File: src/mempool_pkg.sv
/*
 * Shared address map, sizes, register offsets and types of the system shell.
 * Modules take what they need by a wildcard import in their header.
 */
package mempool_pkg;

  localparam int unsigned DataWidth = 32;

  typedef logic [31:0]          addr_t;
  typedef logic [DataWidth-1:0] data_t;

  localparam int unsigned NumCores = 4;

  // L2 geometry, word interleaved over the banks
  localparam int unsigned NumL2Banks     = 4;
  localparam int unsigned L2BankNumWords = 256;
  localparam int unsigned L2Words        = NumL2Banks * L2BankNumWords;

  typedef logic [$clog2(L2Words)-1:0]        l2_word_t;
  typedef logic [$clog2(NumL2Banks)-1:0]     l2_bank_sel_t;
  typedef logic [$clog2(L2BankNumWords)-1:0] l2_bank_addr_t;

  // Address map
  localparam addr_t L2BaseAddr      = 32'h8000_0000;
  localparam addr_t L2EndAddr       = L2BaseAddr + 32'h0000_1000;
  localparam addr_t BootromBaseAddr = 32'hA000_0000;
  localparam int unsigned BootromWords = 64;
  localparam data_t BootromSeed     = 32'hB007_0000;
  localparam addr_t CtrlBaseAddr    = 32'h4000_0000;
  localparam addr_t CtrlEndAddr     = 32'h4000_0100;
  localparam data_t ErrorData       = 32'hBADC_AB1E;

  typedef enum logic [1:0] {
    TgtL2,
    TgtBootrom,
    TgtCtrl,
    TgtNone
  } target_e;

  // Control register byte offsets
  localparam logic [7:0] RegEoc      = 8'h00;
  localparam logic [7:0] RegWakeUp   = 8'h04;
  localparam logic [7:0] RegDmaSrc   = 8'h08;
  localparam logic [7:0] RegDmaDst   = 8'h0C;
  localparam logic [7:0] RegDmaLen   = 8'h10;
  localparam logic [7:0] RegDmaStart = 8'h14;

  // One bit wider than the word index so a full L2 copy fits
  typedef logic [$clog2(L2Words):0] dma_len_t;

endpackage : mempool_pkg

File: src/ctrl_regs.sv
/*
 * Control and status registers: end of computation, core wake-up and
 * the DMA configuration with its start trigger.
 */
`timescale 1ns/1ns

module ctrl_regs
  import mempool_pkg::*;
(
  input  logic                clk_i,
  input  logic                rst_i,
  input  logic                req_i,
  input  logic                we_i,
  input  logic [7:0]          offset_i,
  input  data_t               wdata_i,
  input  logic                dma_busy_i,
  output logic                rvalid_o,
  output data_t               rdata_o,
  output logic [NumCores-1:0] wake_up_o,
  output logic                eoc_valid_o,
  output l2_word_t            dma_src_o,
  output l2_word_t            dma_dst_o,
  output dma_len_t            dma_len_o,
  output logic                dma_start_o
);

  data_t eoc_q;
  logic  wr;

  assign wr          = req_i && we_i;
  assign eoc_valid_o = eoc_q[0];

  // Launch only an idle engine with a non-empty copy
  assign dma_start_o = wr && (offset_i == RegDmaStart) && !dma_busy_i && (dma_len_o != '0);

  always_ff @(posedge clk_i) begin
    if (rst_i) begin
      eoc_q     <= '0;
      wake_up_o <= '0;
      dma_src_o <= '0;
      dma_dst_o <= '0;
      dma_len_o <= '0;
      rvalid_o  <= 1'b0;
    end else begin
      rvalid_o  <= req_i && !we_i;
      // Wake-up is a single-cycle pulse
      wake_up_o <= '0;
      if (wr) begin
        case (offset_i)
          RegEoc:    eoc_q     <= wdata_i;
          RegWakeUp: wake_up_o <= wdata_i[NumCores-1:0];
          RegDmaSrc: dma_src_o <= wdata_i[$bits(l2_word_t)-1:0];
          RegDmaDst: dma_dst_o <= wdata_i[$bits(l2_word_t)-1:0];
          RegDmaLen: dma_len_o <= wdata_i[$bits(dma_len_t)-1:0];
          default: ;
        endcase
      end
    end
  end

  always_ff @(posedge clk_i) begin
    if (req_i && !we_i) begin
      case (offset_i)
        RegEoc:      rdata_o <= eoc_q;
        RegDmaSrc:   rdata_o <= data_t'(dma_src_o);
        RegDmaDst:   rdata_o <= data_t'(dma_dst_o);
        RegDmaLen:   rdata_o <= data_t'(dma_len_o);
        RegDmaStart: rdata_o <= data_t'(dma_busy_i);
        // Wake-up and unknown offsets
        default:     rdata_o <= '0;
      endcase
    end
  end

endmodule : ctrl_regs

File: config.mk
export PLATFORM = sky130hd
export DESIGN_NAME = ctrl_regs
export DESIGN_NICKNAME = d
export VERILOG_FILES = /design/src/mempool_pkg.sv /design/src/ctrl_regs.sv
export SDC_FILE = /design/constraint.sdc
export NUM_CORES = 1
export LEC_CHECK = 0
export BUFFER_PORTS_ARGS = -buffer_cell sky130_fd_sc_hd__buf_2
export CAP_MARGIN = 20
export CORE_ASPECT_RATIO = 2
export CORE_MARGIN = 8
export CORE_UTILIZATION = 52
export CTS_CLUSTER_DIAMETER = 30
export DETAILED_ROUTE_END_ITERATION = 16
export PLACE_DENSITY = 0.82
export SLEW_MARGIN = 20
export SYNTH_ARGS = -nofsm -noshare
export SYNTH_HDL_FRONTEND = slang
export SYNTH_SLANG_ARGS = --single-unit
File: constraint.sdc
create_clock -name clk_i -period 2.35 [get_ports clk_i]
set_input_delay 0.1175 -clock clk_i [delete_from_list [all_inputs] [get_ports clk_i]]
set_output_delay 0.1175 -clock clk_i [all_outputs]
set_load 0.01 [all_outputs]
# == Word level (Yosys, flattened, before mapping) ==
# Index checks and enable logic that the tools add are counted.
# Widths: inputs -> output; s select.
# word_totals
output_inout_bits,70
in_bits,45
word_cells,29
reg_bits,100
# op_classes
n_eq_ne,5
reduce_logical,14
n_bitwise,2
muxes,1
# op_table
op,n
$pmux 32 s5,1
$eq 8x4->1 const B,2
$eq 8x5->1 const B,2
$reduce_bool 11->1,1
$eq 8x3->1 const B,1
$logic_not 8->1,1
$reduce_and 2->1,4
$logic_and 1x1->1,5
$reduce_or 3->1,1
$logic_not 1->1,2
$not 1->1,2

# == Longest topological paths before layout ==
# logic_depth
word_depth,4
depth_mapped,5
ltp_nobuf,3

# == Least setup slack after synthesis ==
# Ideal clock, no wire load.
# synth_path
kind,input -> register
start,input port we_i
end,"register rdata_o[0], enable pin"
required_time_ps,1924
setup_slack_ps,334
cell_stages,1
t_arrival_ps,1590
setup_time_ps,426
path_buffers,0
cell_sequence,nor2b_1
# synth_between
elab_chain_cells,2
# synth_rtl
element,line_no,rtl
start: declaration,ctrl_regs.sv:13,"input logic we_i,"
$logic_not 1->1,ctrl_regs.sv:62,if (req_i && !we_i) begin
$logic_and 1x1->1,ctrl_regs.sv:62,
end signal: assignment,ctrl_regs.sv:64,RegEoc: rdata_o <= eoc_q;
end signal: assignment,ctrl_regs.sv:65,RegDmaSrc: rdata_o <= data_t'(dma_src_o);
end signal: assignment,ctrl_regs.sv:66,RegDmaDst: rdata_o <= data_t'(dma_dst_o);
end: declaration,ctrl_regs.sv:18,"output data_t rdata_o,"
# Every way passes these cells.
# A chain may end at the register's enable or synchronous reset.

# == Final worst setup path ==
# layout_path
start,input port offset_i[5]
end,output port dma_start_o
# layout_between
elab_chain_cells,4
# layout_rtl
element,line_no,rtl
start: declaration,ctrl_regs.sv:14,"input logic [7:0] offset_i,"
$eq 8x5->1,ctrl_regs.sv:34,assign dma_start_o = wr && (offset_i == RegDmaStart) && !dma_busy_i && (dma_len_o != '0);
$logic_and 1x1->1 (3 in series),ctrl_regs.sv:34,
end: declaration,ctrl_regs.sv:24,output logic dma_start_o
# Every way passes these cells.

==> flow_summary.yaml <==
synth:
  syn-cell-area_mm2: 0.00433
  yosysTopAreaCell: "dfxtp_1"
  synth_top_family_by_area: "simple AND/OR/NAND/NOR gates"
  synth.ff_latch_count: 100
  yosys-top-cells-area: "dfxtp_1 31%, edfxtp_1 22%, mux2i_1 15%, nand2b_1 14%, and3_1 3.2%"
  synthCells: 376
  synth_mux_area_share_pct: 15.1
  synth_seq_area_share_pct: 53.6
  synth_xor_area_share_pct: 0
  ys.warnings.count: 0
  synth-simple-area-share_pct: 24.0
  synth_top_area_share_pct: 31.4
  synth_compound_gate_area_share_pct: 3.84
  synth_fa_ha_area_share_pct: 0
  syn-num-nets: 421
  avgSynthCellArea_um2: 11.5
  synth_cell_types: 33
pwr:
  p_leak_nw: 2.26
  p_per_area_mw_per_mm2: 642
  max-vdd-ir-drop_v: 0.000375
  finalPower_w: 0.00342
sta:
  slew_headroom_pct: 49.3
  fmax_ghz: 0.636
  rsz0062_at_grt: "false"
  hold_viol: 0
  setup_ws_ns: 0.779
  fin_skew_ns: 0.00404
  tns_ns: 0
  worst_slew_pin_slew_ns: 0.757
  drv_slew: 0
  period_needed_ns: 1.57
  setup_violations: 0
  finalCritPeriodShare_pct: 66.9
worst_setup_path:
  crit_path_start_kind: "primary input"
  arrival_ns: 1.45
  worstSetupPathType: "in -> out"
  cp-end-kind: "output port"
  cp_max_fo: 4
  critPathRequiredTime_ns: 2.23
layout:
  n_antenna_cell: 0
  layout_commonest_cell: "buf_2"
  mostFrequentLayoutCells: "114 x buf_2, 95 x nand2b_1, 68 x dfxtp_1"
  syn_to_final_growth_pct: 23.2
  nets: 536
  drive_above_1_share_pct: 30.0
  final_cells: 594
global_routing:
  grt_pass1_vias: 3350
  grt_pass1_wl_mm: 16.9
  grt-ovfl-total: 0
  grt_usage_pct: 18.7
  antenna_found_initial: 0
  grt_max_degree: 53
clocking:
  postCtsSetupBuffers: 0
  post_cts_resized: 0
  numClockSinks: 100
  cts_buffers: 9
  cts_tree: "yes"
  clkTransAtPathRegs_ns: 0.06
  cts_root_buf: "clkbuf_16"
  max-clock-path-buffers: 2
  cts_max_level: 3
  insertion_delay_ns: 0.34
placed_design:
  dp_slack_ns: 0.511
  dp.cells: 574
  place_hpwl_mm: 7.91
  gp_congestion: 0.817
  port_buffers: 114
floorplanning:
  fp.coreArea_mm2: 0.00817
  fp.dieH_um: 145
  die_w_um: 80.5
  rows: 47
  initial_core_util_pct: 53.0
  pin_count: 115
  die_area_mm2: 0.0117
detailed_routing:
  post_drt_via_cell_ratio: 5.46
  drtPass1Iterations: 4
  postRouteAntennaNets: 0
  wire_per_inst_um: 18.3
  drt_iter0_drc: 157
  vias: 3243
  drc: 0
  finalWirelength_mm: 10.9
flow_run:
  cap_violations: 0
worst_hold_path:
  hold_path.class: "in -> reg"
outcome:
  outcome: "finished clean"
[kinds of logic (layout without fill, tap and decap cells)]
logic type,count (synthesis),after routing
buf+inv,27,147
mux,65,65
flops,100,100
simple gates,162,162
compound gates,22,22
[critical path, cell delays in order]
cell,delay [ns]
buf_2,0.13
nor4b_2,0.49
nand4b_1,0.21
a311oi_1,0.31
buf_2,0.19
[state kept, by name, summed over array words and instances (netlist names)]
name	count
dma_src_o	10
rdata_o	32
rvalid_o	1
dma_len_o	11
dma_dst_o	10
eoc_q	32
wake_up_o	4
[cells in the mapped netlist]
master	count
nor4bb_1	1
a22oi_1	10
mux2_2	1
a311oi_1	1
nand3b_1	1
o22ai_1	1
o211ai_1	9
buf_6	1
nand4_1	2
nand4b_1	1
nand3_1	18
nor3_4	1
nor4_1	3
a32oi_1	1
nand2b_1	95
nor2b_1	2
nor4_2	1
nor3_1	1
nand2_1	1
and4_1	2
and3_1	22
clkbuf_1	18
nor4b_4	1
buf_4	1
nor4b_1	1
nor2_1	3
buf_2	4
mux2i_1	64
or4_4	2
edfxtp_1	32
dfxtp_1	68
and2_1	4
buf_8	3
[routing by layer]
layer  share of wire [%]  routed length (um)  track usage, %
met1                  37                4000            18.7
met2                  55                5930            33.3
met3                 5.6                 610            3.59
met4                 2.9                 320            11.2
met5                   0                   0               0
[power breakdown]
part	leakage (nW)	switching [W]	total, W	internal [W]
clock	0.137	0.000597	0.00141	0.000814
combinational	1.27	0.000116	0.000209	0.0000928
sequential	0.848	0.00000534	0.00180	0.00180
total	2.26	0.000718	0.00342	0.00270
[repair_timing]
item | in CTS | in global routing
setup endpoints to repair | 0 | 0
hold buffers | 4 | 0
hold endpoints to repair | 4 | 0
[layout make-up]
cell class	count	area [um2]
fillers	659	2840
repair buffers	131	721
multi-input cells	249	1890
flip-flops and latches	100	2320
clock inverters	6	55.1
clock buffers	10	229
well taps	98	123
[metrics by stage]
stage | hold WS (ns) | cell area, um2 | utilization [%]
after detailed placement | 0.338 | 5010 | 61.3
after floorplan | 0.239 | 4330 | -
after global placement | 0.334 | 5010 | 61.3
after global routing | 0.0441 | 5340 | 65.3
final | 0.0436 | 5340 | 65.3
after CTS | 0.0335 | 5340 | 65.3
[worst paths after layout]
path	slack [ns]	end	startpoint	cells after the start
max reg2reg	1.18	rdata_o[0]	dma_src_o[0]	3
max	0.78	dma_start_o	offset_i[5]	5
min reg2reg	0.47	eoc_q[18]	eoc_q[18]	2
min	0.04	eoc_q[27]	wdata_i[27]	3
Power figures use the tool's default switching activity.
