File: src/mempool_pkg.sv
/*
 * Shared address map, sizes, register offsets and types of the system shell.
 * Modules take what they need by a wildcard import in their header.
 */
package mempool_pkg;

  localparam int unsigned DataWidth = 32;

  typedef logic [31:0]          addr_t;
  typedef logic [DataWidth-1:0] data_t;

  localparam int unsigned NumCores = 4;

  // L2 geometry, word interleaved over the banks
  localparam int unsigned NumL2Banks     = 4;
  localparam int unsigned L2BankNumWords = 256;
  localparam int unsigned L2Words        = NumL2Banks * L2BankNumWords;

  typedef logic [$clog2(L2Words)-1:0]        l2_word_t;
  typedef logic [$clog2(NumL2Banks)-1:0]     l2_bank_sel_t;
  typedef logic [$clog2(L2BankNumWords)-1:0] l2_bank_addr_t;

  // Address map
  localparam addr_t L2BaseAddr      = 32'h8000_0000;
  localparam addr_t L2EndAddr       = L2BaseAddr + 32'h0000_1000;
  localparam addr_t BootromBaseAddr = 32'hA000_0000;
  localparam int unsigned BootromWords = 64;
  localparam data_t BootromSeed     = 32'hB007_0000;
  localparam addr_t CtrlBaseAddr    = 32'h4000_0000;
  localparam addr_t CtrlEndAddr     = 32'h4000_0100;
  localparam data_t ErrorData       = 32'hBADC_AB1E;

  typedef enum logic [1:0] {
    TgtL2,
    TgtBootrom,
    TgtCtrl,
    TgtNone
  } target_e;

  // Control register byte offsets
  localparam logic [7:0] RegEoc      = 8'h00;
  localparam logic [7:0] RegWakeUp   = 8'h04;
  localparam logic [7:0] RegDmaSrc   = 8'h08;
  localparam logic [7:0] RegDmaDst   = 8'h0C;
  localparam logic [7:0] RegDmaLen   = 8'h10;
  localparam logic [7:0] RegDmaStart = 8'h14;

  // One bit wider than the word index so a full L2 copy fits
  typedef logic [$clog2(L2Words):0] dma_len_t;

endpackage : mempool_pkg

File: src/addr_decoder.sv
/*
 * Host address decoder. Classifies each request by the address map, strobes
 * one target and merges the one-cycle read responses back to the host.
 */
`timescale 1ns/1ns

module addr_decoder
  import mempool_pkg::*;
(
  input  logic       clk_i,
  input  logic       rst_i,
  input  logic       req_i,
  input  logic       we_i,
  input  addr_t      addr_i,
  input  data_t      wdata_i,
  output logic       l2_req_o,
  output logic       rom_req_o,
  output logic       ctrl_req_o,
  output logic       we_o,
  output data_t      wdata_o,
  output l2_word_t   word_o,
  output logic [7:0] offset_o,
  input  logic       l2_rvalid_i,
  input  data_t      l2_rdata_i,
  input  logic       rom_rvalid_i,
  input  data_t      rom_rdata_i,
  input  logic       ctrl_rvalid_i,
  input  data_t      ctrl_rdata_i,
  output logic       rvalid_o,
  output data_t      rdata_o
);

  target_e tgt;
  logic    err_rvalid_q;

  // Boot ROM window spans a full word index; rows past the image read zero
  always_comb begin
    if (addr_i >= L2BaseAddr && addr_i < L2EndAddr) begin
      tgt = TgtL2;
    end else if (addr_i >= BootromBaseAddr && addr_i < BootromBaseAddr + 4 * L2Words) begin
      tgt = TgtBootrom;
    end else if (addr_i >= CtrlBaseAddr && addr_i < CtrlEndAddr) begin
      tgt = TgtCtrl;
    end else begin
      tgt = TgtNone;
    end
  end

  // Writes to the ROM never reach it
  assign l2_req_o   = req_i && (tgt == TgtL2);
  assign rom_req_o  = req_i && !we_i && (tgt == TgtBootrom);
  assign ctrl_req_o = req_i && (tgt == TgtCtrl);
  assign we_o       = we_i;
  assign wdata_o    = wdata_i;
  assign word_o     = addr_i[$bits(l2_word_t)+1:2];
  assign offset_o   = addr_i[7:0];

  always_ff @(posedge clk_i) begin
    if (rst_i) begin
      err_rvalid_q <= 1'b0;
    end else begin
      err_rvalid_q <= req_i && !we_i && (tgt == TgtNone);
    end
  end

  // Only one response can be valid in a given cycle
  assign rvalid_o = l2_rvalid_i | rom_rvalid_i | ctrl_rvalid_i | err_rvalid_q;

  always_comb begin
    if (l2_rvalid_i) begin
      rdata_o = l2_rdata_i;
    end else if (rom_rvalid_i) begin
      rdata_o = rom_rdata_i;
    end else if (ctrl_rvalid_i) begin
      rdata_o = ctrl_rdata_i;
    end else begin
      rdata_o = ErrorData;
    end
  end

endmodule : addr_decoder

File: config.mk
export PLATFORM = sky130hd
export DESIGN_NAME = addr_decoder
export DESIGN_NICKNAME = d
export VERILOG_FILES = /design/src/mempool_pkg.sv /design/src/addr_decoder.sv
export SDC_FILE = /design/constraint.sdc
export NUM_CORES = 1
export LEC_CHECK = 0
export BUFFER_PORTS_ARGS = -buffer_cell sky130_fd_sc_hd__buf_4
export CORE_AREA = 2 2 98 100
export DETAILED_ROUTE_END_ITERATION = 8
export DIE_AREA = 0 0 100 102
export PLACE_DENSITY = 0.5
export SYNTH_ARGS = -nofsm -noshare
export SYNTH_HDL_FRONTEND = slang
export SYNTH_SLANG_ARGS = --single-unit
File: constraint.sdc
create_clock -name clk_i -period 0.85 [get_ports clk_i]
set_input_delay 0.1275 -clock clk_i [delete_from_list [all_inputs] [get_ports clk_i]]
set_output_delay 0.1275 -clock clk_i [all_outputs]
set_load 0.03 [all_outputs]
== Yosys cells after proc, flatten, opt, wreduce, memory -nomap -nowiden ==
Cells that the tools add are included.

* Bits in registers: 1
* Input bits: 167
* Output and inout bits: 87
* Word-level logic and storage cells: 29

* $lt $le $gt $ge: 6
* Eq/ne operators: 3
* Muxes and demuxes: 6
* Bitwise logic cells: 3
* Reductions and logical operators: 10

{| class="wikitable"
|+ Operators with widths
! operator !! number
|-
| two-way mux 32 bit || 3
|-
| greater-or-equal comparator 32 bit (second input constant) || 2
|-
| less-than comparator 32 bit (second input constant) || 2
|-
| greater-or-equal comparator 32 x 31 -> 1 bit (second input constant) || 1
|-
| less-than comparator 32 x 31 -> 1 bit (second input constant) || 1
|-
| logical AND 1 bit || 8
|-
| equality test 2 bit (second input constant) || 2
|-
| two-way mux 2 bit || 2
|-
| OR 1 bit || 3
|-
| equality test 2 x 1 -> 1 bit (second input constant) || 1
|-
| zero test 2 bit || 1
|-
| zero test 1 bit || 1
|-
| two-way mux 1 bit || 1
|}

== Depth between registers and ports, before layout ==
* Depth in word-level cells: 7
* Depth in mapped cells: 6
* Mapped depth without buffers: 3

== Worst setup path after synthesis ==
No wires, ideal clock.

* Kind: in2out
* Start: in addr_i[17]
* End: out ctrl_req_o
* Arrival: 1304 ps
* Required time: 722 ps
* Path slack: -582 ps
* Cell stages on the path: 3
* Path buffers: 0
* Cells stage by stage: nor4_1 > nand4_1 > nor3_1

* Cells in the longest elaborated chain, start to end: 7
* Elaborated cells between the ends (all ways): 14
* Classes of those cells: 6 x order compare; 1 x eq/ne; 3 x mux; 4 x reduce/logical

{| class="wikitable"
|+ Ends and longest elaborated chain
! item !! RTL line !! RTL
|-
| start: declaration || addr_decoder.sv:14 || <nowiki>input addr_t addr_i,</nowiki>
|-
| greater-or-equal comparator 32 x 31 -> 1 bit / less-than comparator 32 x 31 -> 1 bit (equally long branches) || addr_decoder.sv:42 || <nowiki>end else if (addr_i >= CtrlBaseAddr && addr_i < CtrlEndAddr) begin</nowiki>
|-
| logical AND 1 bit || addr_decoder.sv:42 ||
|-
| two-way mux 1 bit || addr_decoder.sv:42 ||
|-
| two-way mux 2 bit || addr_decoder.sv:40 || <nowiki>end else if (addr_i >= BootromBaseAddr && addr_i < BootromBaseAddr + 4 * L2Words) begin</nowiki>
|-
| two-way mux 2 bit * || addr_decoder.sv:38 || <nowiki>if (addr_i >= L2BaseAddr && addr_i < L2EndAddr) begin</nowiki>
|-
| equality test 2 bit * || addr_decoder.sv:52 || <nowiki>assign ctrl_req_o = req_i && (tgt == TgtCtrl);</nowiki>
|-
| logical AND 1 bit * || addr_decoder.sv:52 ||
|-
| end: declaration || addr_decoder.sv:18 || <nowiki>output logic ctrl_req_o,</nowiki>
|}

Every way passes the cells marked *; elsewhere a longest branch is shown, timed or not.

== Worst setup path after layout ==
* Start: in addr_i[26]
* End: out l2_req_o

* Cells in the longest elaborated chain, start to end: 7
* Elaborated cells between the ends (all ways): 14
* Classes of those cells: 6 x order compare; 3 x mux; 5 x reduce/logical

{| class="wikitable"
|+ Ends and longest elaborated chain
! item !! RTL line !! RTL
|-
| greater-or-equal comparator 32 x 31 -> 1 bit / less-than comparator 32 x 31 -> 1 bit (equally long branches) || addr_decoder.sv:42 ||
|-
| logical AND 1 bit || addr_decoder.sv:42 ||
|-
| two-way mux 1 bit || addr_decoder.sv:42 ||
|-
| two-way mux 2 bit || addr_decoder.sv:40 ||
|-
| two-way mux 2 bit * || addr_decoder.sv:38 ||
|-
| zero test 2 bit * || addr_decoder.sv:50 || <nowiki>assign l2_req_o = req_i && (tgt == TgtL2);</nowiki>
|-
| logical AND 1 bit * || addr_decoder.sv:50 ||
|-
| end: declaration || addr_decoder.sv:16 || <nowiki>output logic l2_req_o,</nowiki>
|}

Marked as above.

==> qor.csv <==
metric,value,unit
nets,487,
drtIter0Drc,9,
grt_max_degree,15,
drcViolationCount,0,
place_hpwl,4874,microns
finalHoldViolCount,0,
rsz0062_at_grt,yes,
largest_reg_flops,1,
synth.yosys.seq_area_share,1.747,%
critPathArrivalTime,1.23,ns
via_count,1809,
grt_pass1_wl,8859,microns
peakVddDrop,0.0002423,V
async_reset_ff_share,0,%
regMostFlops,err_rvalid_q,
num-fill-cells,903,
synth_seq_cells,1,
path_max_fanout,4,
synth_ff_type,dfxtp_1,
initial_core_util,12.58,%
switching_power,0.9152,mW
viasPerCell,4.217,
wl_per_cell,14.55,microns
hp-class,input port to primary output,
switching_share,44.72,%
violations,setup timing,
core,0.009109,sq mm
gr-total-overflow,0,
place_congestion,0.7663,
synth-edff-count,0,
grt_use_total,10.79,%
crit_path_start_kind,input port,
p_clk_share,0,%
cp-end-kind,primary output,
antenna_cells,0,
synthesis.nets,350,
comb_power_share,97.5,%
path_class,input port to primary output,
yosysUniqueCellTypes,28,
slew_violations,0,
clock.fmax,0.7360,GHz
timing.final.crit_period,1.359,ns
antenna_found_initial,0,
outcome,finished with violations,
critical_path.endpoint,l2_req_o,
hold_depth,0,
dr.pass1.iters,2,
grt_pass1_vias,1834,
die_area,0.01020,sq mm
io_pins,254,
wl_met1,2155,microns
areaGrowthSynthToFinish,178.8,%
met2WireLength,3507,microns
cellPowerDensity,640.4,mW/mm^2
cts_hold_buf,0,
topRoutingLayerUsed,met4,
period_share,159.8,%
p_seq_share,2.5,%
post-route-cell-area,0.003196,sq mm
worstPathRequired,0.72,ns
fin_ws,-0.5086,ns
postRouteAntennaNets,0,
io_buffers,167,
crit_path_start,addr_i[26],
p_leak,1.415,nW
die_x,100,microns
finalSetupViolCount,37,
yosysWarnings,0,
syn_inst,183,
die_h,102,microns
multi_input_area,0.001214,sq mm
p_int,1.131,mW
largest_registers,err_rvalid_q: 1 flops,
drv_cap,0,
tightest_slew,0.2963,ns
avgSynthCellArea,6.263,sq um
slew_headroom,80.08,%
fin_total_pwr,2.046,mW
drive_gt1_share,86.16,%
regArea,20.02,sq um
route.met3.wl,472,microns
num_rows,35,
place_area,0.002686,sq mm
routed_wl,6240,microns
syn-cell-area,0.001146,sq mm
-- worst max-delay path: stages --
cell     delay (ns)
buf_6          0.09
nor4_4         0.27
nand4_1        0.17
buf_6          0.17
nor4b_4        0.21
buf_4          0.20
-- cell families (layout without fill, tap and decap cells) --
kind of cell           count (synthesis)  count (layout)  share of synthesized area (%)
DFF                                    1               1                          1.747
buffers and inverters                 67             202                          41.92
AOI/OAI and AO/OA                     66              66                          34.61
and+or+nand+nor                       49              49                          21.73
-- cells in the final DEF, fill, tap and decap left out --
cell type,count
o21ai_4,13
buf_6,42
o21ai_2,15
nor4_2,1
nor4b_2,1
o211a_1,1
nor3_2,2
o22ai_2,7
a221oi_2,1
inv_2,1
buf_16,1
o21ai_1,3
buf_8,2
nor2_1,1
nand4_1,1
nand2_1,32
nor2b_4,1
inv_1,2
buf_12,10
a22oi_2,13
dfxtp_1,1
a21oi_1,1
a21o_2,1
buf_4,144
or4_4,1
nand2b_4,1
nor4_4,4
nor2_2,1
nor4b_4,1
nand3b_1,1
nor3b_1,1
o22ai_4,11
-- layer usage --
layer | global-route usage [%] | up-vias
met5 | 0 | -
met4 | 2.213 | 0
met1 | 11.71 | 821
li1 | - | 883
met3 | 0.8892 | 12
met2 | 22.56 | 93
-- metrics by stage --
stage	instances	TNS (ns)	hold slack (ns)	util (%)	worst slack, ns
6_report	429	-8.751	0.2550	35.08	-0.5086
2_1_floorplan	183	-7.101	0.2609	-	-0.3955
3_3_place_gp	422	-10.92	0.2552	29.49	-0.4794
5_1_grt	429	-10.48	0.2550	35.08	-0.5743
4_1_cts	431	-10.14	0.2552	35.30	-0.4572
3_5_place_dp	422	-11.48	0.2552	29.49	-0.4836
-- power by group through the flow --
stage | combinational, mW | clock [mW] | sequential [mW]
finish | 2.00 | 0 | 0.0506
global route | 2.11 | 0 | 0.0505
CTS | 2.02 | 0 | 0.0505
detailed placement | 1.68 | 0 | 0.0503
global placement | 1.67 | 0 | 0.0502
floorplan | 1.23 | 0 | 0.0500
-- worst min-delay path by stage --
stage / startpoint / slack [ns] / to
final: addr_i[0] / 0.26 / offset_o[0]
after global routing: wdata_i[16] / 0.26 / wdata_o[16]
after CTS: wdata_i[14] / 0.26 / wdata_o[14]
after detailed placement: wdata_i[14] / 0.26 / wdata_o[14]
after global placement: wdata_i[14] / 0.26 / wdata_o[14]
after floorplan: req_i / 0.26 / err_rvalid_q
-- area by class of cell --
class / instances / area share [%]
Tap cell: 111 / 4.346
Multi-Input combinational cell: 115 / 37.98
Timing Repair Buffer: 199 / 56.70
Sequential cell: 1 / 0.6265
Inverter: 3 / 0.3524
-- cell usage after synthesis, drive strengths merged (2+ instances only) --
| master | n | area share (%) |
|---|---|---|
| inv | 3 | 0.98 |
| nor4 | 5 | 2.7 |
| o22ai | 18 | 9.8 |
| nor4b | 2 | 2.1 |
| o21ai | 31 | 14 |
| nor2 | 2 | 0.66 |
| a22oi | 13 | 8.5 |
| clkbuf | 6 | 2.0 |
| nand2 | 32 | 10 |
| nor3 | 2 | 0.87 |
| buf | 58 | 39 |
-- repair_timing --
action | in CTS | in global routing
endpoints found under the setup margin | 37 | 37
gates cloned | 2 | 0
resized for setup | 80 | 5
pin swaps | 44 | 11
setup buffers | 7 | 0
No activity file was read; power rests on OpenSTA's default activity.
