**config.mk**
```make
export PLATFORM = sky130hd
export DESIGN_NAME = dma_counter
export DESIGN_NICKNAME = d
export VERILOG_FILES = /design/src/mempool_pkg.sv /design/src/dma_counter.sv
export SDC_FILE = /design/constraint.sdc
export NUM_CORES = 1
export LEC_CHECK = 0
export ABC_CLOCK_PERIOD_IN_PS = 2700
export BUFFER_PORTS_ARGS = -buffer_cell sky130_fd_sc_hd__buf_4
export CAP_MARGIN = 15
export CORE_MARGIN = 2
export CORE_UTILIZATION = 24
export CTS_CLUSTER_DIAMETER = 50
export DETAILED_ROUTE_END_ITERATION = 6
export SETUP_SLACK_MARGIN = 0.5
export SLEW_MARGIN = 0
export SYNTH_ARGS = -nofsm -noshare
export SYNTH_HDL_FRONTEND = slang
export SYNTH_SLANG_ARGS = --single-unit
```
**constraint.sdc**
```tcl
create_clock -name clk_i -period 2.7 [get_ports clk_i]
set_clock_uncertainty 0.2 [all_clocks]
set_input_delay 0 -clock clk_i [delete_from_list [all_inputs] [get_ports clk_i]]
set_output_delay 0 -clock clk_i [all_outputs]
set_load 0.05 [all_outputs]
```
**src/mempool_pkg.sv**
```systemverilog
/*
 * Shared address map, sizes, register offsets and types of the system shell.
 * Modules take what they need by a wildcard import in their header.
 */
package mempool_pkg;

  localparam int unsigned DataWidth = 32;

  typedef logic [31:0]          addr_t;
  typedef logic [DataWidth-1:0] data_t;

  localparam int unsigned NumCores = 4;

  // L2 geometry, word interleaved over the banks
  localparam int unsigned NumL2Banks     = 4;
  localparam int unsigned L2BankNumWords = 256;
  localparam int unsigned L2Words        = NumL2Banks * L2BankNumWords;

  typedef logic [$clog2(L2Words)-1:0]        l2_word_t;
  typedef logic [$clog2(NumL2Banks)-1:0]     l2_bank_sel_t;
  typedef logic [$clog2(L2BankNumWords)-1:0] l2_bank_addr_t;

  // Address map
  localparam addr_t L2BaseAddr      = 32'h8000_0000;
  localparam addr_t L2EndAddr       = L2BaseAddr + 32'h0000_1000;
  localparam addr_t BootromBaseAddr = 32'hA000_0000;
  localparam int unsigned BootromWords = 64;
  localparam data_t BootromSeed     = 32'hB007_0000;
  localparam addr_t CtrlBaseAddr    = 32'h4000_0000;
  localparam addr_t CtrlEndAddr     = 32'h4000_0100;
  localparam data_t ErrorData       = 32'hBADC_AB1E;

  typedef enum logic [1:0] {
    TgtL2,
    TgtBootrom,
    TgtCtrl,
    TgtNone
  } target_e;

  // Control register byte offsets
  localparam logic [7:0] RegEoc      = 8'h00;
  localparam logic [7:0] RegWakeUp   = 8'h04;
  localparam logic [7:0] RegDmaSrc   = 8'h08;
  localparam logic [7:0] RegDmaDst   = 8'h0C;
  localparam logic [7:0] RegDmaLen   = 8'h10;
  localparam logic [7:0] RegDmaStart = 8'h14;

  // One bit wider than the word index so a full L2 copy fits
  typedef logic [$clog2(L2Words):0] dma_len_t;

endpackage : mempool_pkg

```
**src/dma_counter.sv**
```systemverilog
/*
 * Remaining-word and offset counter that steers the DMA engine.
 * Loaded at start, stepped once per written word.
 */
`timescale 1ns/1ns

module dma_counter
  import mempool_pkg::*;
(
  input  logic     clk_i,
  input  logic     rst_i,
  input  logic     load_i,
  input  dma_len_t len_i,
  input  logic     step_i,
  output l2_word_t offset_o,
  output logic     last_o
);

  dma_len_t remain_q;

  always_ff @(posedge clk_i) begin
    if (rst_i) begin
      remain_q <= '0;
      offset_o <= '0;
    end else if (load_i) begin
      remain_q <= len_i;
      offset_o <= '0;
    end else if (step_i) begin
      remain_q <= remain_q - 1'b1;
      offset_o <= offset_o + 1'b1;
    end
  end

  // One word left means the current one is the final one
  assign last_o = (remain_q == dma_len_t'(1));

endmodule : dma_counter

```
Word-level counts from Yosys, hierarchy flattened
Cells that the tools add are included.
{"block": "op_classes", "n_addsub": 2, "eq_ne": 1, "mux": 2, "reduce_logical": 2}
{"operator": "$mux 11", "n": 2}
{"operator": "$eq 11x1->1 const B", "n": 1}
{"operator": "$sub 11x1->11 const B", "n": 1}
{"operator": "$add 10x1->10 const B", "n": 1}
{"operator": "$reduce_bool 2->1", "n": 1}
{"operator": "$reduce_or 2->1", "n": 1}
{"block": "word_totals", "register_bits": 21, "input_bits": 15, "out_inout_bits": 11, "elab_cells": 9}

Longest topological paths before layout
Gate-level depths: netlist (run 1).
{"block": "logic_depth", "depth_word": 3, "depth_mapped": 5, "mapped_depth_nobuf": 5}

Worst setup path before layout (run 1)
OpenSTA, ideal clock, no wires.
{"block": "synth_timing", "path_type": "register to output", "from": "register remain_q[2]", "to": "output port last_o", "arrival_ns": 2.473, "required_ns": 2.500, "path_slack_ns": 0.027, "stages_incl_launch_ff": 4, "n_path_buf": 1, "cell_sequence": "dfxtp_1 > or4_4 > buf_6 > nor4_1"}
{"block": "synth_between", "elab_chain_len": 1}
{"element": "start, declared", "line": "dma_counter.sv:19", "text": "dma_len_t remain_q;"}
{"element": "start signal, assigned", "line": "dma_counter.sv:26", "text": "remain_q <= len_i;"}
{"element": "start signal, assigned", "line": "dma_counter.sv:29", "text": "remain_q <= remain_q - 1'b1;"}
{"element": "$eq 11x1->1", "line": "dma_counter.sv:35", "text": "assign last_o = (remain_q == dma_len_t'(1));"}
{"element": "end, declared", "line": "dma_counter.sv:16", "text": "output logic last_o"}
No other way between the ends.

Worst setup path after layout (run 1)
{"block": "layout_timing", "from": "register remain_q[0]", "to": "register remain_q[2]"}
{"block": "layout_between", "elab_chain_len": 3}
{"element": "$sub 11x1->11", "line": "dma_counter.sv:29"}
{"element": "$mux 11", "line": "dma_counter.sv:28", "text": "end else if (step_i) begin"}
{"element": "$mux 11", "line": "dma_counter.sv:25", "text": "end else if (load_i) begin"}
No other way between the ends. The select of a mux whose other input is x is not followed.
A chain may end at the register's enable or synchronous reset.

==> flow_summary_export.csv, run 1 <==
group,metric,value,unit
placed_design,dp_hpwl,1590,µm
layout,nets,182,
synth,netlist_area,1060,µm²
placed_design,placed_cells,192,
worst_setup_path,cp_data_required_time,2.65,ns
floorplanning,start_util,24.6,%
cts,cts.clk_slew.worst_paths,0.08,ns
global_route,grt_pass1_wl,4000,µm
worst_setup_path,crit_arrival,1.98,ns
drt,drtAntennaViolNets,0,
power,p_per_area,438,nW/µm²
floorplanning,io_pins,26,
sta,final.period_utilization,75.5,%
worst_setup_path,crit_start,"remain_q[0]$_SDFFE_PP0P_",
drt,drc_errors,0,
synth,ys_types,29,
worst_setup_path,reg2reg_slack,0.66,ns
layout,antennaDiodeCount,0,
cts,cts_tree,"yes",
synth,synth_area_per_cell,8.67,µm²
sta,whs,0.286,ns
sta,slew_headroom,62.0,%
sta,finalSetupTns,0,ns
cts,ctsRootBufferMaster,"clkbuf_8",
floorplanning,core,4290,µm²
worst_setup_path,worst_path_max_delay_cell,"dlygate4sd3_1",
sta,rsz0062_at_grt,"no",
sta,worst_slew_pin_slew,0.569,ns
floorplanning,die_w,70.4,µm
worst_setup_path,r2r-start,"remain_q[0]$_SDFFE_PP0P_",
worst_setup_path,path_class,"reg -> reg",
sta,drv_slew,0,
sta,max_freq,491,MHz
cts,h-tree-depth,1,
worst_setup_path,cp_slowest_stage_delay,0.58,ns
worst_setup_path,cpLargestDelayFamily,"buffers and inverters",
placed_design,io_buffer_count,25,
sta,setup_viol,0,
power,ir_drop,0.205,mV
global_route,track_usage,9.95,%
hold_path,hold_class,"reg -> reg",
drt,drt_iter0_drc,51,
worst_setup_path,r2r-end,"remain_q[2]$_SDFFE_PP0P_",
worst_setup_path,rr_worst_depth,6,
worst_setup_path,crit_fanout,9,
drt,wirelength,2360,µm
worst_setup_path,crit_path_cell_trace,"inv_1 -> ha_1 -> nand2_1 -> xor2_1 -> a211oi_1 -> dlygate4sd3_1",
cts,cts_sinks,21,
synth,ys_seq_elements,21,
drt,route.vias.total,1031,
sta,finalHoldViolCount,0,
power,p_leak,0.568,nW
layout,drive_gt1_share,22.1,%
synth,ys_seq_area_share,39.8,%
drt,viasPerCell,4.80,
cts,clkLatencyLatePin,0.25,ns
run,cap_violations,0,
cts,cts_buffer_depth,2,
global_route,grt_overflow,0,
cts,cts_buffers,3,
worst_setup_path,cp-endpoint,"remain_q[2]$_SDFFE_PP0P_",
drt,dr.pass1.iters,4,
drt,route.detailed.wl_per_inst,11.0,µm
layout,final_area,1520,µm²
floorplanning,die_h,70.4,µm
worst_setup_path,cp.depth,6,
synth,synth.net_count,140,
floorplanning,row_count,24,
placed_design,place.gp.congestion,0.762,
layout,syn_to_final_growth,43.4,%
synth,yosysWarningCount,0,
layout,fill_cells,474,
placed_design,place_area,1280,µm²
worst_setup_path,cp-start-kind,"register",
power,total_power,0.000663,W
global_route,first_global_vias,902,
synth,synth_cells,122,
worst_setup_path,crit_path_end_kind,"register",
global_route,antenna_found_initial,0,
run_status,outcome,"completed",
global_route,grt_max_degree,21,
floorplanning,die_area,4950,µm²
worst_setup_path,cp_num_buf_inv,2,
layout,final_cell_count_no_fill,215,
sta,layout_min_cycle_time,2.04,ns
[stage by stage]
stage / utilization, % / setup slack [ns]
after floorplan: - / 0.622
after global placement: 29.8 / 0.735
after detailed placement: 29.8 / 0.677
after CTS: 35.3 / 0.666
after global routing: 35.3 / 0.525
final: 35.3 / 0.662
[cells in the mapped netlist]
library cell / instances / area (µm²)
or3b_2: 1 / 8.76
o41ai_1: 2 / 17.5
o21ai_0: 3 / 15.0
or4_1: 8 / 60.1
o31ai_1: 8 / 60.1
nand4_1: 4 / 25.0
or2_2: 3 / 18.8
a311oi_1: 8 / 70.1
buf_2: 1 / 5.00
or4_2: 1 / 8.76
a21oi_1: 6 / 30.0
inv_1: 6 / 22.5
or3_2: 1 / 7.51
or4_4: 1 / 11.3
o211ai_1: 1 / 7.51
a211oi_1: 1 / 7.51
dfxtp_1: 21 / 420
clkbuf_1: 5 / 18.8
buf_6: 1 / 11.3
or3_1: 4 / 25.0
xnor2_1: 1 / 8.76
nand2_1: 8 / 30.0
o311ai_0: 1 / 8.76
nand3_1: 1 / 5.00
ha_1: 3 / 37.5
nor2_1: 15 / 56.3
mux2i_1: 1 / 10.0
nor4_1: 1 / 6.26
xor2_1: 5 / 43.8
[worst min-delay path: stages (launching register included)]
cell and delay, ns:
dfxtp_1 0.33, o31ai_1 0.07, a21oi_1 0.05
[worst min path at each step]
stage	endpoint	from	cells after the start	slack [ns]
global placement	remain_q[1]$_SDFFE_PP0P_	len_i[1]	3	0.07
finish	offset_o[9]$_SDFFE_PP0P_	offset_o[9]$_SDFFE_PP0P_	2	0.29
global route	offset_o[9]$_SDFFE_PP0P_	offset_o[9]$_SDFFE_PP0P_	2	0.32
floorplan	remain_q[7]$_SDFFE_PP0P_	rst_i	1	-0.12
detailed placement	remain_q[1]$_SDFFE_PP0P_	len_i[1]	3	0.08
CTS	offset_o[9]$_SDFFE_PP0P_	offset_o[9]$_SDFFE_PP0P_	2	0.29
[placed cells by master, fill, tap and decap left out, types with 2 or more instances in the layout]
cell / count
nand2_1: 8
o41ai_1: 2
clkbuf_8: 3
o31ai_1: 8
dlygate4sd3_1: 19
or3_1: 4
a21oi_1: 6
xor2_1: 5
a311oi_1: 8
or4_1: 8
buf_4: 25
nand4_1: 4
ha_1: 3
inv_1: 6
or2_2: 3
nor2_1: 15
dfxtp_1: 21
o21ai_0: 3
[state kept, by name, summed over array words and instances (netlist names)]
| register | cells |
|---|---|
| offset_o | 10 |
| remain_q | 11 |
[logic make-up (layout without fill, tap and decap cells)]
group | Yosys count | count (layout) | share of synthesized area (%)
flip-flops | 21 | 21 | 39.8
buffers and inverters | 13 | 54 | 5.44
XOR/XNOR | 6 | 6 | 4.97
AO/OA/AOI/OAI | 30 | 30 | 20.5
AND/OR/NAND/NOR | 48 | 48 | 24.9
adder cells (fa/ha/maj) | 3 | 3 | 3.55
multiplexers | 1 | 1 | 0.947
[power by group]
group | total, W | internal, W | switching (W)
clock | 0.000205 | 0.000105 | 0.0000999
sequential | 0.000339 | 0.000324 | 0.0000152
combinational | 0.000119 | 0.0000640 | 0.0000554
[metal layers]
layer,GRT usage (%),vias up,wire length [µm]
li1,-,546,-
met1,14.5,461,1270
met2,14.5,22,983
met3,1.73,2,72
met4,3.85,0,34
met5,0,-,0
[repair_timing]
action                    CTS  global route
resized for setup           0             0
setup buffers               0             0
hold buffers               19             0
hold endpoints to repair   21             0
[area by class of cell]
type	count	area, µm²	area share (%)
timing repair buffer	44	378	24.9
inverter	6	22.5	1.49
sequential	21	420	27.7
tap	52	65.1	4.29
clock buffer	4	45.0	2.97
multi-input combinational	88	586	38.6
(Power assumes the default switching activity.)
==> run 2, diff against run 1 <==
--- a/config.mk
+++ b/config.mk
@@ -5,7 +5,7 @@
 export SDC_FILE = /design/constraint.sdc
 export NUM_CORES = 1
 export LEC_CHECK = 0
-export ABC_CLOCK_PERIOD_IN_PS = 2700
+export ABC_CLOCK_PERIOD_IN_PS = 2000
 export BUFFER_PORTS_ARGS = -buffer_cell sky130_fd_sc_hd__buf_4
 export CAP_MARGIN = 15
 export CORE_MARGIN = 2
==> constraint.sdc (replaced) <==
create_clock -name clk_i -period 2 [get_ports clk_i]
set_clock_uncertainty 0.2 [all_clocks]
set_input_delay 0 -clock clk_i [delete_from_list [all_inputs] [get_ports clk_i]]
set_output_delay 0 -clock clk_i [all_outputs]
set_load 0.05 [all_outputs]
==> run 2 against run 1 <==
Net effect: routed wire length is 46% higher; utilization is 9.5 points higher; total power is 49% higher; clock-buffer cell count stayed put; register-to-register slack worse by 0.61 ns; first-iteration DRC count is 12% lower; via count is 17% higher; sequential power is 33% higher; die area stayed put; hold slack worse by 0.26 ns; setup slack worse by 0.62 ns; sequential cell count stayed put; critical endpoint is now last_o.
==> flow_summary_export.csv, run 2 (synthesis gave the netlist of run 1 again) <==
group,metric,value,unit
layout,nets,206,
sta,slew_headroom,54.8,%
sta,finalHoldViolCount,0,
worst_setup_path,crit_fanout,6,
placed_design,placed_cells,193,
drt,dr.pass1.iters,4,
sta,final.period_utilization,97.8,%
floorplanning,die_area,4950,µm²
layout,largestRegisters,"remain_q x11, offset_o x10",
drt,drc_errors,0,
global_route,grt_max_degree,21,
layout,syn_to_final_growth,82.0,%
sta,rsz0062_at_grt,"yes",
placed_design,dp_hpwl,1930,µm
layout,top_register,"remain_q",
worst_setup_path,path_class,"reg -> out",
sta,max_freq,511,MHz
drt,wirelength,3440,µm
layout,layout_common_cells,"buf_4, dlygate4sd3_1, nor2_1",
global_route,track_usage,14.1,%
floorplanning,row_count,24,
global_route,antenna_found_initial,0,
floorplanning,die_w,70.4,µm
worst_setup_path,rr_worst_depth,3,
power,pwr-share-clk,28.0,%
worst_setup_path,cp_data_required_time,1.80,ns
hold_path,whs_path_depth,4,
layout,antennaDiodeCount,0,
cts,cts_buffer_depth,2,
sta,drv_slew,0,
sta,layout_min_cycle_time,1.96,ns
floorplanning,io_pins,26,
layout,seqCellArea,468,µm²
placed_design,place.gp.congestion,0.798,
sta,worst_slew_pin_slew,0.677,ns
layout,largest_reg_flops,11,
floorplanning,core,4290,µm²
cts,clkLatencyLatePin,0.26,ns
layout,multi_input_comb_area,757,µm²
power,p_leak,0.726,nW
cts,h-tree-depth,1,
global_route,first_global_vias,1187,
drt,drtAntennaViolNets,0,
layout,drive_gt1_share,54.5,%
hold_path,hold_class,"in -> reg",
drt,viasPerCell,5.04,
power,seq_power_share,45.7,%
drt,route.vias.total,1204,
layout,fill_cells,407,
power,p_sw_share,27.8,%
layout,final_cell_count_no_fill,239,
cts,ctsRootBufferMaster,"clkbuf_8",
cts,cts_buffers,3,
global_route,grt_pass1_wl,5610,µm
power,power_frac_comb,26.3,%
global_route,grt_overflow,0,
cts,cts.clk_slew.worst_paths,0.07,ns
power,ir_drop,0.422,mV
placed_design,io_buffer_count,25,
drt,drt_iter0_drc,45,
worst_setup_path,cp-start-kind,"register",
worst_setup_path,crit_arrival,1.76,ns
drt,route.detailed.wl_per_inst,14.4,µm
layout,final_common_cell,"buf_4",
power,internal_power,0.000715,W
floorplanning,die_h,70.4,µm
run_status,outcome,"completed",
cts,cts_tree,"yes",
worst_setup_path,crit_path_end_kind,"output pin",
sta,finalSetupTns,0,ns
cts,cts_sinks,21,
run,cap_violations,0,
sta,setup_viol,0,
power,p_per_area,514,nW/µm²
floorplanning,start_util,24.6,%
power,power.switching,0.000275,W
-- run 2: final timing paths --
path	start	slack (ns)	endpoint
worst min register to register	offset_o[9]$_SDFFE_PP0P_	0.29	offset_o[9]$_SDFFE_PP0P_
worst max-delay path	remain_q[3]$_SDFFE_PP0P_	0.04	last_o
worst max register to register	remain_q[3]$_SDFFE_PP0P_	0.05	remain_q[10]$_SDFFE_PP0P_
worst min-delay path	step_i	0.03	remain_q[6]$_SDFFE_PP0P_
-- run 2: through the flow --
stage / total power (W) / utilization, % / setup WS (ns) / instance area (µm²) / hold slack, ns
final: 0.000990 / 44.8 / 0.0436 / 1920 / 0.0307
after global routing: 0.00104 / 44.8 / -0.0183 / 1920 / 0.0492
after CTS: 0.000954 / 40.4 / 0.0193 / 1740 / 0.00955
after detailed placement: 0.000607 / 31.5 / 0.0352 / 1350 / 0.0631
after global placement: 0.000599 / 31.5 / 0.0990 / 1350 / 0.0699
after floorplan: 0.000564 / - / 0.0418 / 1140 / -0.122
-- run 2: repair_timing --
item,CTS,global route
gates resized for setup,14,29
buffers inserted,14,10
gates cloned,1,0
hold endpoints to repair,21,0
endpoints found under the setup margin,14,14
pin swaps,19,18
hold buffers,17,0
-- run 2: power groups by stage --
| stage | combinational (W) | clock, W | sequential (W) |
|---|---|---|---|
| after global routing | 0.000282 | 0.000306 | 0.000455 |
| final | 0.000261 | 0.000277 | 0.000452 |
| after CTS | 0.000210 | 0.000292 | 0.000451 |
| after floorplan | 0.000104 | 0 | 0.000461 |
| after detailed placement | 0.000146 | 0 | 0.000461 |
| after global placement | 0.000140 | 0 | 0.000459 |
-- run 2: critical path, cell delays in order, from the launching register on --
cell	delay, ns
dfxtp_4	0.34
or4_4	0.58
buf_6	0.15
nor4_4	0.23
buf_6	0.20
-- run 2: cell type report --
| type | count | share of cell area (%) |
|---|---|---|
| multi-input combinational | 89 | 39.3 |
| timing repair buffer | 67 | 29.3 |
| sequential | 21 | 24.3 |
| tap | 52 | 3.38 |
| clock buffer | 4 | 2.34 |
| inverter | 6 | 1.30 |
-- run 2: layer usage --
metal,vias to the layer above,GRT usage (%),routed length (µm)
met3,4,4.04,140
li1,594,-,-
met2,29,25.2,1810
met1,577,16.1,1450
met5,-,0,0
met4,0,4.27,43
